**src/common/mapper_pkg.sv**
```systemverilog
// mapper package: widths, screen geometry, cell grid and palette of the color stage

package mapper_pkg;

    typedef logic [9:0]  coord_t;   // screen x or y
    typedef logic [7:0]  color_t;   // one channel
    typedef logic [23:0] pixel_t;   // {red, green, blue}
    typedef logic [4:0]  row_t;     // cell row
    typedef logic [3:0]  col_t;     // cell column

    // ----------------------------------------
    // cell grid of the well
    localparam int     CELL_COLS   = 10;
    localparam int     CELL_ROWS   = 20;
    localparam coord_t CELL_SIZE   = 10'd20;
    localparam coord_t WELL_LEFT   = 10'd200;
    localparam coord_t WELL_BOTTOM = 10'd400;
    localparam coord_t WELL_RIGHT  = coord_t'(WELL_LEFT + CELL_COLS * CELL_SIZE);  // 400

    // frame bars are this thick on every side
    localparam coord_t BORDER_W    = 10'd20;

    // pause symbol, two upright bars
    localparam coord_t PAUSE1_X    = 10'd20;
    localparam coord_t PAUSE2_X    = 10'd40;
    localparam coord_t PAUSE_Y     = 10'd10;
    localparam coord_t PAUSE_W     = 10'd10;
    localparam coord_t PAUSE_H     = 10'd20;

    // ----------------------------------------
    // palette
    localparam pixel_t COLOR_PIECE = 24'hff_ff_00;  // yellow
    localparam pixel_t COLOR_WALL  = 24'hff_ff_ff;
    localparam pixel_t COLOR_BLOCK = 24'hff_14_93;  // pink
    localparam pixel_t COLOR_PAUSE = 24'hff_ff_ff;
    localparam pixel_t COLOR_BLANK = 24'h00_00_00;

    // half-open box test, one extra bit so x0 + w cannot wrap
    function automatic logic in_box(input coord_t x, input coord_t y,
                                    input coord_t x0, input coord_t y0,
                                    input coord_t w, input coord_t h);
        logic [$bits(coord_t):0] x_end;
        logic [$bits(coord_t):0] y_end;
        x_end = {1'b0, x0} + {1'b0, w};
        y_end = {1'b0, y0} + {1'b0, h};
        return (x >= x0) && ({1'b0, x} < x_end) &&
               (y >= y0) && ({1'b0, y} < y_end);
    endfunction

endpackage

```
**src/common/layer_hit_if.sv**
```systemverilog
// layer hit bundle: per-pixel flags from the layer detectors to the priority stage
`timescale 1ns/1ps

interface layer_hit_if;

    logic piece_hit;   // falling piece square
    logic wall_hit;    // well border
    logic block_hit;   // settled cell
    logic pause_hit;   // pause bar, already gated

    // each detector drives only its own flags
    modport detect (
        output piece_hit,
        output wall_hit,
        output block_hit,
        output pause_hit
    );

    modport choose (
        input piece_hit,
        input wall_hit,
        input block_hit,
        input pause_hit
    );

endinterface

```
**src/source/playfield_cells.sv**
```systemverilog
// playfield cells: settled-block memory with a strobed write port and per-pixel lookup
`timescale 1ns/1ps

module playfield_cells (
    input  logic               i_clk,
    input  logic               i_reset,
    input  logic               i_cell_wr,
    input  mapper_pkg::row_t   i_cell_row,
    input  mapper_pkg::col_t   i_cell_col,
    input  logic               i_cell_fill,
    input  mapper_pkg::coord_t i_draw_x,
    input  mapper_pkg::coord_t i_draw_y,
    layer_hit_if.detect        hits
);
    import mapper_pkg::*;

    logic [CELL_COLS-1:0] cells [CELL_ROWS];  // bit per cell
    logic   in_well;
    coord_t rel_x;
    row_t   look_row;
    col_t   look_col;

    // ----------------------------------------
    // write side, one cell per strobe
    always_ff @(posedge i_clk or posedge i_reset)
    begin
        if (i_reset)
        begin
            cells <= '{default: '0};
        end
        else if (i_cell_wr)
        begin
            cells[i_cell_row][i_cell_col] <= i_cell_fill;
        end
    end

    // ----------------------------------------
    // read side, scan position to cell
    assign in_well = in_box(i_draw_x, i_draw_y, WELL_LEFT, '0,
                            WELL_RIGHT - WELL_LEFT, WELL_BOTTOM);
    assign rel_x   = i_draw_x - WELL_LEFT;

    always_comb
    begin
        look_row = '0;
        look_col = '0;
        if (in_well)
        begin
            look_row = row_t'(i_draw_y / CELL_SIZE);
            look_col = col_t'(rel_x / CELL_SIZE);
        end
    end

    // same-edge write is not seen here, the array updates after the sample
    assign hits.block_hit = in_well & cells[look_row][look_col];

    // the game logic only addresses cells inside the well
    a_write_in_grid : assert property (@(posedge i_clk) disable iff (i_reset)
        i_cell_wr |-> (i_cell_row < CELL_ROWS) && (i_cell_col < CELL_COLS))
    else $error("cell write outside grid: row %0d col %0d", i_cell_row, i_cell_col);

endmodule

```
**src/source/piece_hit.sv**
```systemverilog
// piece hit: tests the scan position against every square of the falling piece
`timescale 1ns/1ps

module piece_hit #(
    parameter int NUM_BLOCKS = 4
) (
    input  mapper_pkg::coord_t i_draw_x,
    input  mapper_pkg::coord_t i_draw_y,
    input  mapper_pkg::coord_t i_block_x [NUM_BLOCKS],
    input  mapper_pkg::coord_t i_block_y [NUM_BLOCKS],
    input  mapper_pkg::coord_t i_block_size,
    layer_hit_if.detect        hits
);
    import mapper_pkg::*;

    logic [NUM_BLOCKS-1:0] box_hit;  // one flag per square

    // ----------------------------------------
    // one comparator per square
    for (genvar k = 0; k < NUM_BLOCKS; k++)
    begin : g_square
        // squares are size by size, top left at (block_x, block_y)
        assign box_hit[k] = in_box(i_draw_x, i_draw_y,
                                   i_block_x[k], i_block_y[k],
                                   i_block_size, i_block_size);
    end

    // overlapping squares simply merge
    assign hits.piece_hit = |box_hit;

endmodule

```
**src/source/frame_overlay.sv**
```systemverilog
// frame overlay: decodes the well border bars and the pause symbol
`timescale 1ns/1ps

module frame_overlay (
    input  mapper_pkg::coord_t i_draw_x,
    input  mapper_pkg::coord_t i_draw_y,
    input  logic               i_pause,
    layer_hit_if.detect        hits
);
    import mapper_pkg::*;

    // ----------------------------------------
    // border rectangles around the well
    localparam coord_t LEFT_X0 = WELL_LEFT - BORDER_W;        // 180
    localparam coord_t SIDE_H  = WELL_BOTTOM + BORDER_W;      // sides reach the floor bar
    localparam coord_t FLOOR_W = WELL_RIGHT - WELL_LEFT + BORDER_W + BORDER_W;

    logic left_bar;
    logic right_bar;
    logic floor_bar;
    logic pause_a;
    logic pause_b;

    assign left_bar  = in_box(i_draw_x, i_draw_y, LEFT_X0, '0, BORDER_W, SIDE_H);
    assign right_bar = in_box(i_draw_x, i_draw_y, WELL_RIGHT, '0, BORDER_W, SIDE_H);
    assign floor_bar = in_box(i_draw_x, i_draw_y, LEFT_X0, WELL_BOTTOM,
                              FLOOR_W, BORDER_W);

    assign hits.wall_hit = left_bar | right_bar | floor_bar;

    // ----------------------------------------
    // pause bars, top left corner of the screen
    assign pause_a = in_box(i_draw_x, i_draw_y, PAUSE1_X, PAUSE_Y, PAUSE_W, PAUSE_H);
    assign pause_b = in_box(i_draw_x, i_draw_y, PAUSE2_X, PAUSE_Y, PAUSE_W, PAUSE_H);

    // only shown while paused
    assign hits.pause_hit = i_pause & (pause_a | pause_b);

endmodule

```
**src/source/pixel_priority.sv**
```systemverilog
// pixel priority: resolves the layer flags to one color and registers it
`timescale 1ns/1ps

module pixel_priority (
    input  logic               i_clk,
    input  logic               i_reset,
    layer_hit_if.choose        hits,
    output mapper_pkg::pixel_t o_pixel
);
    import mapper_pkg::*;

    pixel_t next_pixel;

    // ----------------------------------------
    // piece over wall over block over pause
    always_comb
    begin
        if (hits.piece_hit)
        begin
            next_pixel = COLOR_PIECE;
        end
        else if (hits.wall_hit)
        begin
            next_pixel = COLOR_WALL;
        end
        else if (hits.block_hit)
        begin
            next_pixel = COLOR_BLOCK;
        end
        else if (hits.pause_hit)
        begin
            next_pixel = COLOR_PAUSE;
        end
        else
        begin
            next_pixel = COLOR_BLANK;    // background
        end
    end

    // ----------------------------------------
    // the single output stage
    always_ff @(posedge i_clk or posedge i_reset)
    begin
        if (i_reset)
        begin
            o_pixel <= COLOR_BLANK;
        end
        else
        begin
            o_pixel <= next_pixel;
        end
    end

    // every detector flag must resolve, or x reaches the display
    a_flags_known : assert property (@(posedge i_clk) disable iff (i_reset)
        !$isunknown({hits.piece_hit, hits.wall_hit, hits.block_hit, hits.pause_hit}))
    else $error("layer flags unknown: %b",
                {hits.piece_hit, hits.wall_hit, hits.block_hit, hits.pause_hit});

endmodule

```
**src/source/color_mapper.sv**
```systemverilog
// color mapper: per-pixel color stage of the puzzle display, one cycle latency
`timescale 1ns/1ps

module color_mapper #(
    parameter int NUM_BLOCKS = 4
) (
    input  logic               Clk,
    input  logic               Reset,
    // scan position
    input  mapper_pkg::coord_t i_draw_x,
    input  mapper_pkg::coord_t i_draw_y,
    // falling piece
    input  mapper_pkg::coord_t i_block_x [NUM_BLOCKS],
    input  mapper_pkg::coord_t i_block_y [NUM_BLOCKS],
    input  mapper_pkg::coord_t i_block_size,
    input  logic               i_pause,
    // settled cell writes from the game logic
    input  logic               i_cell_wr,
    input  mapper_pkg::row_t   i_cell_row,
    input  mapper_pkg::col_t   i_cell_col,
    input  logic               i_cell_fill,
    // color out
    output mapper_pkg::color_t o_red,
    output mapper_pkg::color_t o_green,
    output mapper_pkg::color_t o_blue
);
    import mapper_pkg::*;

    pixel_t pixel;

    layer_hit_if hits ();

    // ----------------------------------------
    // layer detectors
    playfield_cells playfield_cells_i (
        .i_clk       (Clk),
        .i_reset     (Reset),
        .i_cell_wr   (i_cell_wr),
        .i_cell_row  (i_cell_row),
        .i_cell_col  (i_cell_col),
        .i_cell_fill (i_cell_fill),
        .i_draw_x    (i_draw_x),
        .i_draw_y    (i_draw_y),
        .hits        (hits)
    );

    piece_hit #(
        .NUM_BLOCKS (NUM_BLOCKS)
    ) piece_hit_i (
        .i_draw_x     (i_draw_x),
        .i_draw_y     (i_draw_y),
        .i_block_x    (i_block_x),
        .i_block_y    (i_block_y),
        .i_block_size (i_block_size),
        .hits         (hits)
    );

    frame_overlay frame_overlay_i (
        .i_draw_x (i_draw_x),
        .i_draw_y (i_draw_y),
        .i_pause  (i_pause),
        .hits     (hits)
    );

    // ----------------------------------------
    // priority and output register
    pixel_priority pixel_priority_i (
        .i_clk   (Clk),
        .i_reset (Reset),
        .hits    (hits),
        .o_pixel (pixel)
    );

    assign o_red   = pixel[23:16];
    assign o_green = pixel[15:8];
    assign o_blue  = pixel[7:0];

endmodule

```
**config.mk**
```make
export PLATFORM = sky130hd
export DESIGN_NAME = color_mapper
export DESIGN_NICKNAME = d
export VERILOG_FILES = /design/src/common/mapper_pkg.sv /design/src/common/layer_hit_if.sv /design/src/source/playfield_cells.sv /design/src/source/piece_hit.sv /design/src/source/frame_overlay.sv /design/src/source/pixel_priority.sv /design/src/source/color_mapper.sv
export SDC_FILE = /design/constraint.sdc
export NUM_CORES = 1
export LEC_CHECK = 0
export BUFFER_PORTS_ARGS = -buffer_cell sky130_fd_sc_hd__buf_2
export CAP_MARGIN = 20
export CELL_PAD_IN_SITES_DETAIL_PLACEMENT = 0
export CELL_PAD_IN_SITES_GLOBAL_PLACEMENT = 2
export CORE_MARGIN = 4
export CORE_UTILIZATION = 41
export DETAILED_ROUTE_END_ITERATION = 8
export GPL_TIMING_DRIVEN = 0
export MAX_ROUTING_LAYER = met4
export PLACE_DENSITY_LB_ADDON = 0.1
export SETUP_SLACK_MARGIN = 0.5
export SKIP_LAST_GASP = 1
export SLEW_MARGIN = 20
export SYNTH_ARGS = -nofsm -noshare
export SYNTH_HDL_FRONTEND = slang
export SYNTH_SLANG_ARGS = --single-unit
```
**constraint.sdc**
```tcl
create_clock -name Clk -period 15.4 [get_ports Clk]
set_input_delay 0.77 -clock Clk [delete_from_list [all_inputs] [get_ports Clk]]
set_output_delay 0.77 -clock Clk [all_outputs]
set_load 0.01 [all_outputs]
```
==> metrics, run 1 <==
status finished, final reports clean; Static Leakage between 10 and 15 nW; most common cell in the netlist nand2_1; DRT iter0 DRCs 1372; fmax about 180 MHz; starting density of the core 41.6%; Placed Area between 20000 and 25000 µm²; clock-pin slew on the worst setup and hold paths 0.06 ns; synth cell count leaders 292 x nand2_1, 235 x ha_1, 204 x dfrtp_1; critical path type input port to flop; detailed-route DRC error count 0; ys flop type dfrtp_1; Synth top area share 27.0%; ys async rst share 100%; via count 18.2k; pin count of the biggest net entering global routing 95; # clock sinks 204; die height 223 µm; first-pass GRT wire length 111 mm; number of global-route vias before repair 18.4k; Die X 223 µm; Setup TNS 0 ns; die area 49600 µm²; Max-slew headroom a little under a fifth; Tot GR Track Use 29.5%; Nets 2810; routed len/inst 23.9 µm; worst path arrival time 5.80 ns; Fill cells 4540; CP Launch Type input port; # IOs around 150; Final period util 35.1%; HP Class input port to asynchronous set/reset pin; Buf/Inv on CP 4; mapped cell area between 15000 and 20000 µm²; clock buffer depth 3; Peak VDD IR 0.0876 mV; hpwl dp 54.8 mm; H-tree depth 1; FF/Latch Area 5100 µm²; Critical Path, Cell by Cell buf_2 -> clkbuf_1 -> inv_1 -> ha_1 -> xnor2_1 -> and3_1 -> a21oi_1 -> a32oi_1 -> a21o_1 -> a32oi_1 -> a221oi_2 -> buf_6 -> mux2i_1 -> a211oi_1 -> o311ai_1 -> nand4_1 -> a221oi_1; num rows 78; Max-Cap Viols 0; Post-DRT Antenna Nets 0; clk root buf clkbuf_16; library cells used by synthesis 100; Slew Viols, Final 0; post-synth top area cell dfrtp_1; CP max-delay cell a221oi_2; GPL Wtd Cong 0.941; total wire length 73.2 mm; Crit. End Element flop; RSZ-0062 raised after global routing false; Slowest Stage Delay on Critical Path roughly 0.67 ns; post_cts resized 0; Final Cell Area approximately 21000 µm²; synth warn 0; final worst path period need 5.41 ns; GRT Residual Overflow 0; Final setup viols 0; synthesized area per cell 8.35 µm²; Vias/cell a little under 6; Final Hold Fails 0; clk_lat worst skew 0.54 ns; Seq/Total Area, Yosys 27.0%; synthesized net count 2632; CTS buffer count 22; initial antenna violation count 0; Power Density 79.7 nW/µm²; required time of the critical path ~16 ns; Syn Inst Count roughly 2.3k; diodes inserted 0; flops & latches, synth just over 200; core box area 45500 µm²; CP top delay family compound AO/OA/AOI/OAI gates; fraction of layout cells with a size suffix above 1 16.4%; DRT Pass-1 Iters 5; Area Overhead vs Synth 13.0%; CP Max Fanout 12; Hold WS 0.202 ns; footprint of the multi-input gates around 13000 µm²; Port Buffer Count 143; cts hold-fix bufs 0; Post-synth EDFFs 0; CTS tree built; Synth area leaders dfrtp_1 27%, ha_1 16%, nand2_1 5.8%; clock skew 0.0135 ns; Worst-Margin Slew 1.21 ns; most used cell along the critical path a32oi_1; postcts setup bufs 0
cell usage in the layout (no fill, tap or decap), drive strengths merged, types with 22 or more instances in the layout:
cell type,count
a21o,50
a21oi,148
buf,221
clkbuf,98
dfrtp,204
ha,235
inv,136
mux2,95
nand2,293
nand2b,33
nand3,161
nor2,108
nor2b,24
o211ai,23
o21ai,205
o21bai,30
xnor2,46
xor2,22
worst register-to-register path: cells and delay by family, from the launching register on:
kind               cells  cell delay (ns)
AOI/OAI and AO/OA      5             1.44
DFF                    1             0.43
muxes                  1             0.29
and+or+nand+nor        1             0.17
routing by layer:
metal,GRT usage [%],share of wire (%)
met4,15.4,6.5
met1,34.4,40
met3,2.42,4.9
met2,51.1,49
met5,-,0
where the power goes:
part	internal, mW	leakage [nW]	total, mW	switching [mW]
logic	0.221	7.28	0.551	0.331
clock network	0.355	0.390	0.584	0.229
registers	0.552	2.82	0.567	0.0142
total	1.13	10.5	1.70	0.574
registers in the layout, indices dropped and copies added, names as in the netlist:
signal                    flops
playfield_cells_i.cells     200
pixel_priority_i.o_pixel      4
final timing paths:
kind,start,endpoint,slack (ns),cells past startpoint
setup / recovery,i_draw_x[3],pixel_priority_i.o_pixel[7]$_DFF_PP0_,9.99,17
hold / removal,Reset,playfield_cells_i.cells[137]$_DFFE_PP0P_,0.20,2
setup reg to reg,playfield_cells_i.cells[113]$_DFFE_PP0P_,pixel_priority_i.o_pixel[22]$_DFF_PP0_,12.94,7
hold reg to reg,playfield_cells_i.cells[179]$_DFFE_PP0P_,playfield_cells_i.cells[179]$_DFFE_PP0P_,0.51,1
max in group asynchronous,Reset,playfield_cells_i.cells[22]$_DFFE_PP0P_,14.02,4
min in group Clk,playfield_cells_i.cells[179]$_DFFE_PP0P_,playfield_cells_i.cells[179]$_DFFE_PP0P_,0.51,1
stage by stage:
stage | total power, mW | cells | worst slack (ns) | util (%)
detailed placement | 1.13 | 3019 | 9.54 | 45.2
CTS | 1.71 | 3058 | 10.07 | 47.0
global placement | 1.11 | 3008 | 6.40 | 44.8
floorplan | 0.936 | 2265 | 9.06 | -
finish | 1.70 | 3058 | 9.99 | 47.0
global route | 1.80 | 3058 | 9.62 | 47.0
cell families after synthesis:
kind of cell | after synthesis | share of synthesized area, %
AO/OA/AOI/OAI | 638 | 21.8
XOR/XNOR | 68 | 3.15
adder cells (fa/ha/maj) | 244 | 16.5
buffers and inverters | 269 | 6.31
flip-flops | 204 | 27.0
multiplexers | 119 | 7.13
AND/OR/NAND/NOR | 723 | 18.2
area by class of cell:
cell class,instances,share of cell area (%)
Timing Repair Buffer,154,3.93
Clock buffer,32,3.18
Multi-Input combinational cell,1792,59.3
Sequential cell,204,23.9
Clock inverter,7,0.527
Inverter,136,2.43
Tap cell,600,3.51
Buffer,133,3.19
(Power assumes the default switching activity.)
==> inputs of run 2 (changes only) <==
CORE_UTILIZATION = 34   (was 41)
clock period = 4.4 ns   (was 15.4 ns; I/O delays follow)
==> run 2 against run 1 <==
Against the previous run: final cell count is 5.8% higher; critical path depth is 3 lower; non-clock buffer count is 25 higher; die area is 20% higher; global-route usage is 3.1 points lower; power grew to 3.5 times the previous value; register-to-register slack worse by 11 ns; setup slack worse by 9.4 ns; combinational power grew to 3.8 times the previous value; sequential power grew to 3.5 times the previous value; via count hardly changed; critical endpoint unchanged.
==> metrics, run 2 (synthesis results as in run 1) <==
status finished, final reports clean (unchanged); H-tree depth 1 (unchanged); initial antenna violation count 2 (was 0); Final WS setup 0.573 ns (was 9.99 ns); starting density of the core 34.3% (was 41.6%); Post-DRT Antenna Nets 0 (unchanged); required time of the critical path 4.84 ns (was 15.79 ns); Static Leakage 10.7 nW (was 10.5 nW); clock skew 0.00615 ns (was 0.0135 ns); first-pass GRT wire length 117 mm (was 111 mm); RSZ-0062 raised after global routing true (was false); Peak VDD IR 0.247 mV (was 0.0876 mV); CTS tree built (unchanged); CP Max Fanout 10 (was 12); routed len/inst 24.2 µm (was 23.9 µm); worst path arrival time 4.27 ns (was 5.80 ns); GRT Residual Overflow 0 (unchanged); max reg flops 200 (unchanged); Setup WS pre-CTS -1.08 ns (was 9.54 ns); Vias/cell 5.62 (was 5.94); DRT iter0 DRCs 1182 (was 1372); Max-slew headroom 21.0% (was 19.0%); DRT Pass-1 Iters 6 (was 5); clk root buf clkbuf_16 (unchanged); die height 244 µm (was 223 µm); biggest regs playfield_cells_i.cells: 200 flops, pixel_priority_i.o_pixel: 4 flops (unchanged); Nets 2836 (was 2810); Tot GR Track Use 26.4% (was 29.5%); GPL Wtd Cong 0.938 (was 0.941); # IOs 148 (unchanged); Area Overhead vs Synth 17.9% (was 13.0%); final worst path period need 3.83 ns; clock-pin slew on the worst setup and hold paths 0.06 ns (about the same); CTS buffer count 23 (was 22); # clock sinks 204 (unchanged); Final setup viols 0 (unchanged); detailed-route DRC error count 0 (unchanged); Slew Viols, Final 0 (unchanged); core box area 55100 µm² (was 45500 µm²); Worst R2R Path Depth 7 (unchanged); Non-Filler Instances 3234 (was 3058); num rows 86 (was 78); Power Total 5.96 mW (was 1.70 mW); Power Density 267 nW/µm² (was 79.7 nW/µm²); Setup TNS 0 ns (unchanged); fraction of layout cells with a size suffix above 1 19.2% (was 16.4%); Final period util 87.0%; Final Hold Fails 0 (unchanged); Worst-Margin Slew 1.18 ns (was 1.21 ns); Die X 244 µm (was 223 µm); most common cell after layout, fill and taps aside nand2_1 (unchanged); die area 59400 µm² (was 49600 µm²); total wire length 78.3 mm (was 73.2 mm); critical path type input port to flop (unchanged); clk_lat worst skew 0.53 ns (was 0.54 ns); Final Cell Area 22300 µm² (was 21400 µm²); Placed Area 20900 µm² (was 20600 µm²); hpwl dp 58.8 mm (was 54.8 mm); CP Launch Type input port (unchanged); HP Class input port to asynchronous set/reset pin (unchanged); number of global-route vias before repair 18.5k (was 18.4k); via count 18.2k (about the same); Max-Cap Viols 0 (unchanged); Port Buffer Count 143 (unchanged); Biggest register playfield_cells_i.cells (unchanged); Placed Cells incl. Taps 3175 (was 3019); clock buffer depth 3 (unchanged); Crit. End Element flop (unchanged); leading cell types in the layout, fill and taps excluded 291 x nand2_1, 234 x ha_1, 204 x dfrtp_1, 198 x o21ai_0, 159 x nand3_1 (was 292 x nand2_1, 235 x ha_1, 204 x dfrtp_1, 203 x o21ai_0, 176 x buf_2); pin count of the biggest net entering global routing 33 (was 95); fmax 261 MHz
## run 2: worst paths after layout
| check | start | end | slack, ns |
|---|---|---|---|
| hold / removal | Reset | playfield_cells_i.cells[137]$_DFFE_PP0P_ | 0.19 |
| setup / recovery | i_draw_y[5] | pixel_priority_i.o_pixel[7]$_DFF_PP0_ | 0.57 |
| min in group Clk | i_cell_wr | playfield_cells_i.cells[96]$_DFFE_PP0P_ | 0.23 |
| max in group asynchronous | Reset | playfield_cells_i.cells[32]$_DFFE_PP0P_ | 3.27 |
| hold reg to reg | playfield_cells_i.cells[186]$_DFFE_PP0P_ | playfield_cells_i.cells[186]$_DFFE_PP0P_ | 0.51 |
| setup reg to reg | playfield_cells_i.cells[126]$_DFFE_PP0P_ | pixel_priority_i.o_pixel[22]$_DFF_PP0_ | 2.18 |
## run 2: power by group
| part | leakage (nW) | total, mW | internal, mW | switching (mW) |
|---|---|---|---|---|
| sequential | 2.82 | 1.98 | 1.93 | 0.0501 |
| clock | 0.347 | 1.89 | 1.06 | 0.824 |
| combinational | 7.57 | 2.09 | 0.852 | 1.24 |
## run 2: metal layers
metal / GRT usage, % / vias to the layer above / routed length [µm]
met2: 46.9 / 520 / 39500
li1: - / 8582 / -
met3: 2.36 / 147 / 3190
met1: 31.0 / 8942 / 31800
met4: 10.5 / 0 / 3770
met5: - / - / 0
## run 2: worst max-delay path, stage by stage
cell	delay, ns
buf_2	0.19
buf_6	0.18
o311a_1	0.39
or4_1	0.52
a21o_1	0.20
buf_4	0.18
a211o_4	0.31
a21oi_2	0.46
o21ai_0	0.37
a21oi_1	0.38
nor4bb_1	0.12
o211ai_1	0.18
nand4_1	0.24
a221oi_2	0.29
## run 2: cell type report
class / instances / area, µm²
antenna: 2 / 5.00
sequential: 204 / 5100
timing repair buffer: 179 / 1150
fill: 5781 / 32800
clock buffer: 36 / 684
buffer: 133 / 787
multi-input combinational: 1792 / 13100
inverter: 136 / 518
clock inverter: 4 / 26.3
tap: 748 / 936
## run 2: through the flow
stage,util [%],hold WS (ns)
2_1_floorplan,-,0.466
3_3_place_gp,37.3,0.486
3_5_place_dp,37.9,0.193
4_1_cts,39.8,0.190
5_1_grt,40.5,0.223
6_report,40.5,0.192
## run 2: repair_timing
item,in CTS,in global routing
hold buffers,1,0
setup buffers,9,6
endpoints found under the hold margin,51,0
endpoints found under the setup margin,4,2
pin swaps,6,13
gates resized for setup,57,76
==> inputs of run 3 (changes only) <==
CORE_MARGIN = 2   (was 4)
==> run 3 against run 2 <==
Against the previous run: clock skew hardly changed; critical path depth did not move; fmax fell by 1.7%; final cell count hardly changed; critical endpoint unchanged; non-clock buffer count rose by 1; highest routed layer unchanged; setup slack got worse by 0.066 ns; clock power grew 9.5%; first-iteration DRC count shrank 11%; routed wire length fell by 1.2%.
==> metrics, run 3 (synthesis results as in run 1) <==
Psw 2.12 mW (was 2.11 mW); met1 WL 31.5 mm (was 31.8 mm); HP Class input port to asynchronous set/reset pin (unchanged); fraction of layout cells with a size suffix above 1 19.3% (was 19.2%); die height 240 µm (was 244 µm); die area 57500 µm² (was 59400 µm²); Placed Area 20800 µm² (was 20900 µm²); clock buffer depth 3 (unchanged); num rows 86 (unchanged); Fill cells 5701 (was 5781); number of global-route vias before repair 18.3k (was 18.5k); detailed-route DRC error count 0 (unchanged); Final Cell Area 22300 µm² (about the same); Final period util 88.5% (was 87.0%); worst reg2reg path startpoint playfield_cells_i.cells[113]$_DFFE_PP0P_ (was playfield_cells_i.cells[126]$_DFFE_PP0P_); Vias/cell 5.61 (was 5.62); biggest regs playfield_cells_i.cells: 200 flops, pixel_priority_i.o_pixel: 4 flops (unchanged); via count 18.1k (was 18.2k); clock skew 0.00592 ns (was 0.00615 ns); CTS tree built (unchanged); Crit. End Element flop (unchanged); clk_lat worst skew 0.53 ns (about the same); most common cell after layout, fill and taps aside nand2_1 (unchanged); Port Buffer Count 143 (unchanged); fmax 257 MHz (was 261 MHz); Placed Cells incl. Taps 3173 (was 3175); status finished, final reports clean (unchanged); met3 wire len 3.21 mm (was 3.19 mm); Final setup viols 0 (unchanged); DRT iter0 DRCs 1055 (was 1182); leading cell types in the layout, fill and taps excluded 291 x nand2_1, 234 x ha_1, 204 x dfrtp_1, 195 x o21ai_0, 160 x nand3_1 (was 291 x nand2_1, 234 x ha_1, 204 x dfrtp_1, 198 x o21ai_0, 159 x nand3_1); CP Launch Point i_draw_y[5] (unchanged); Biggest register playfield_cells_i.cells (unchanged); Post-DRT Antenna Nets 0 (unchanged); worst path arrival time 4.30 ns (was 4.27 ns); utilization after layout 40.5% (about the same); final worst path period need 3.89 ns (was 3.83 ns); # clock sinks 204 (unchanged); Int Pwr 4.02 mW (was 3.85 mW); Slowest Stage Delay on Critical Path 0.53 ns (was 0.52 ns); Tot GR Track Use 27.5% (was 26.4%); Setup TNS 0 ns (unchanged); Die X 240 µm (was 244 µm); Peak VDD IR 0.282 mV (was 0.247 mV); Nets 2837 (was 2836); CP top delay family compound AO/OA/AOI/OAI gates (unchanged); CTS buffer count 23 (unchanged); Max-slew headroom 24.6% (was 21.0%); Slew Viols, Final 0 (unchanged); routed len/inst 23.9 µm (was 24.2 µm); # IOs 148 (unchanged); pin count of the biggest net entering global routing 34 (was 33); Max-Cap Viols 0 (unchanged); max reg flops 200 (unchanged); core box area 55000 µm² (was 55100 µm²); CP Launch Type input port (unchanged); critical path type input port to flop (unchanged); Static Leakage 10.8 nW (was 10.7 nW); hpwl dp 58.1 mm (was 58.8 mm); Power Density 276 nW/µm² (was 267 nW/µm²); GPL Wtd Cong 0.918 (was 0.938); CP Max Fanout 10 (unchanged); first-pass GRT wire length 115 mm (was 117 mm); Critical Path, Cell by Cell buf_2 -> buf_6 -> o311a_1 -> or4_1 -> a21o_1 -> buf_4 -> a211o_1 -> a21oi_2 -> o21ai_0 -> a21oi_1 -> nor4bb_1 -> o211ai_1 -> nand4_1 -> a221oi_2 (was buf_2 -> buf_6 -> o311a_1 -> or4_1 -> a21o_1 -> buf_4 -> a211o_4 -> a21oi_2 -> o21ai_0 -> a21oi_1 -> nor4bb_1 -> o211ai_1 -> nand4_1 -> a221oi_2); Worst-Margin Slew 1.13 ns (was 1.18 ns); Buf/Inv on CP 3 (unchanged); GRT Residual Overflow 0 (unchanged); starting density of the core 34.4% (was 34.3%); Sequential Power Share 32.3% (was 33.3%); sw frac 34.5% (was 35.4%); clock share of power 33.6% (was 31.7%); CP max-delay cell or4_1 (unchanged); initial antenna violation count 2 (unchanged); Final Hold Fails 0 (unchanged); Area Overhead vs Synth 17.9% (about the same); RSZ-0062 raised after global routing true (unchanged); clk root buf clkbuf_16 (unchanged); met2 wire length 38.5 mm (was 39.5 mm); Logic pwr share 34.1% (was 35.1%); Non-Filler Instances 3235 (was 3234); required time of the critical path 4.81 ns (was 4.84 ns); H-tree depth 1 (unchanged); total wire length 77.3 mm (was 78.3 mm); uppermost layer routed met4 (unchanged); clock-pin slew on the worst setup and hold paths 0.06 ns (about the same); DRT Pass-1 Iters 5 (was 6)
==> run 3: stage by stage <==
| step | setup WS (ns) | hold WS, ns | power, mW |
|---|---|---|---|
| global placement | -1.18 | 0.485 | 3.93 |
| floorplan | 0.630 | 0.466 | 3.28 |
| detailed placement | -1.16 | 0.201 | 3.98 |
| global route | 0.470 | 0.229 | 6.49 |
| CTS | 0.491 | 0.184 | 6.15 |
| finish | 0.507 | 0.196 | 6.14 |
==> run 3: final timing paths <==
kind	endpoint	slack, ns	cells after the start
min in group Clk	playfield_cells_i.cells[96]$_DFFE_PP0P_	0.23	5
hold / removal	playfield_cells_i.cells[134]$_DFFE_PP0P_	0.20	3
max in group asynchronous	pixel_priority_i.o_pixel[15]$_DFF_PP0_	3.22	6
setup reg to reg	pixel_priority_i.o_pixel[22]$_DFF_PP0_	2.17	7
setup / recovery	pixel_priority_i.o_pixel[7]$_DFF_PP0_	0.51	14
hold reg to reg	playfield_cells_i.cells[9]$_DFFE_PP0P_	0.50	1
==> run 3: worst min-delay path, stage by stage <==
cell,delay [ns]
dlygate4sd3_1,0.52
buf_2,0.13
clkinvlp_4,0.23
==> run 3: layout make-up <==
cell class	count	area, µm²	share of cell area, %
diodes	2	5.00	0.0225
plain buffers	133	786	3.53
clock buffers	30	622	2.79
clock inverters	10	154	0.691
inverters	136	514	2.31
multi-input cells	1792	13000	58.4
flip-flops and latches	204	5100	22.9
well taps	748	936	4.20
repair buffers	180	1160	5.20
==> run 3: power groups by stage <==
stage | Combinational, mW | Clock, mW | Sequential (mW)
floorplan | 1.28 | 0 | 2.00
global route | 2.32 | 2.18 | 1.99
global placement | 1.92 | 0 | 2.02
detailed placement | 1.96 | 0 | 2.02
finish | 2.09 | 2.07 | 1.98
CTS | 2.06 | 2.11 | 1.98
==> run 3: routing by layer <==
metal  up-vias  track usage (%)
li1       8578                -
met1      8852             32.2
met2       542             48.1
met3       172             2.07
met4         0             12.5
met5         -                -
==> run 3: repair_timing <==
action | CTS | global route
pin swaps | 7 | 6
setup buffers | 15 | 4
resized for setup | 56 | 72
endpoints found under the hold margin | 64 | 0
hold buffers | 1 | 0
cloned | 0 | 0
setup endpoints to repair | 2 | 4
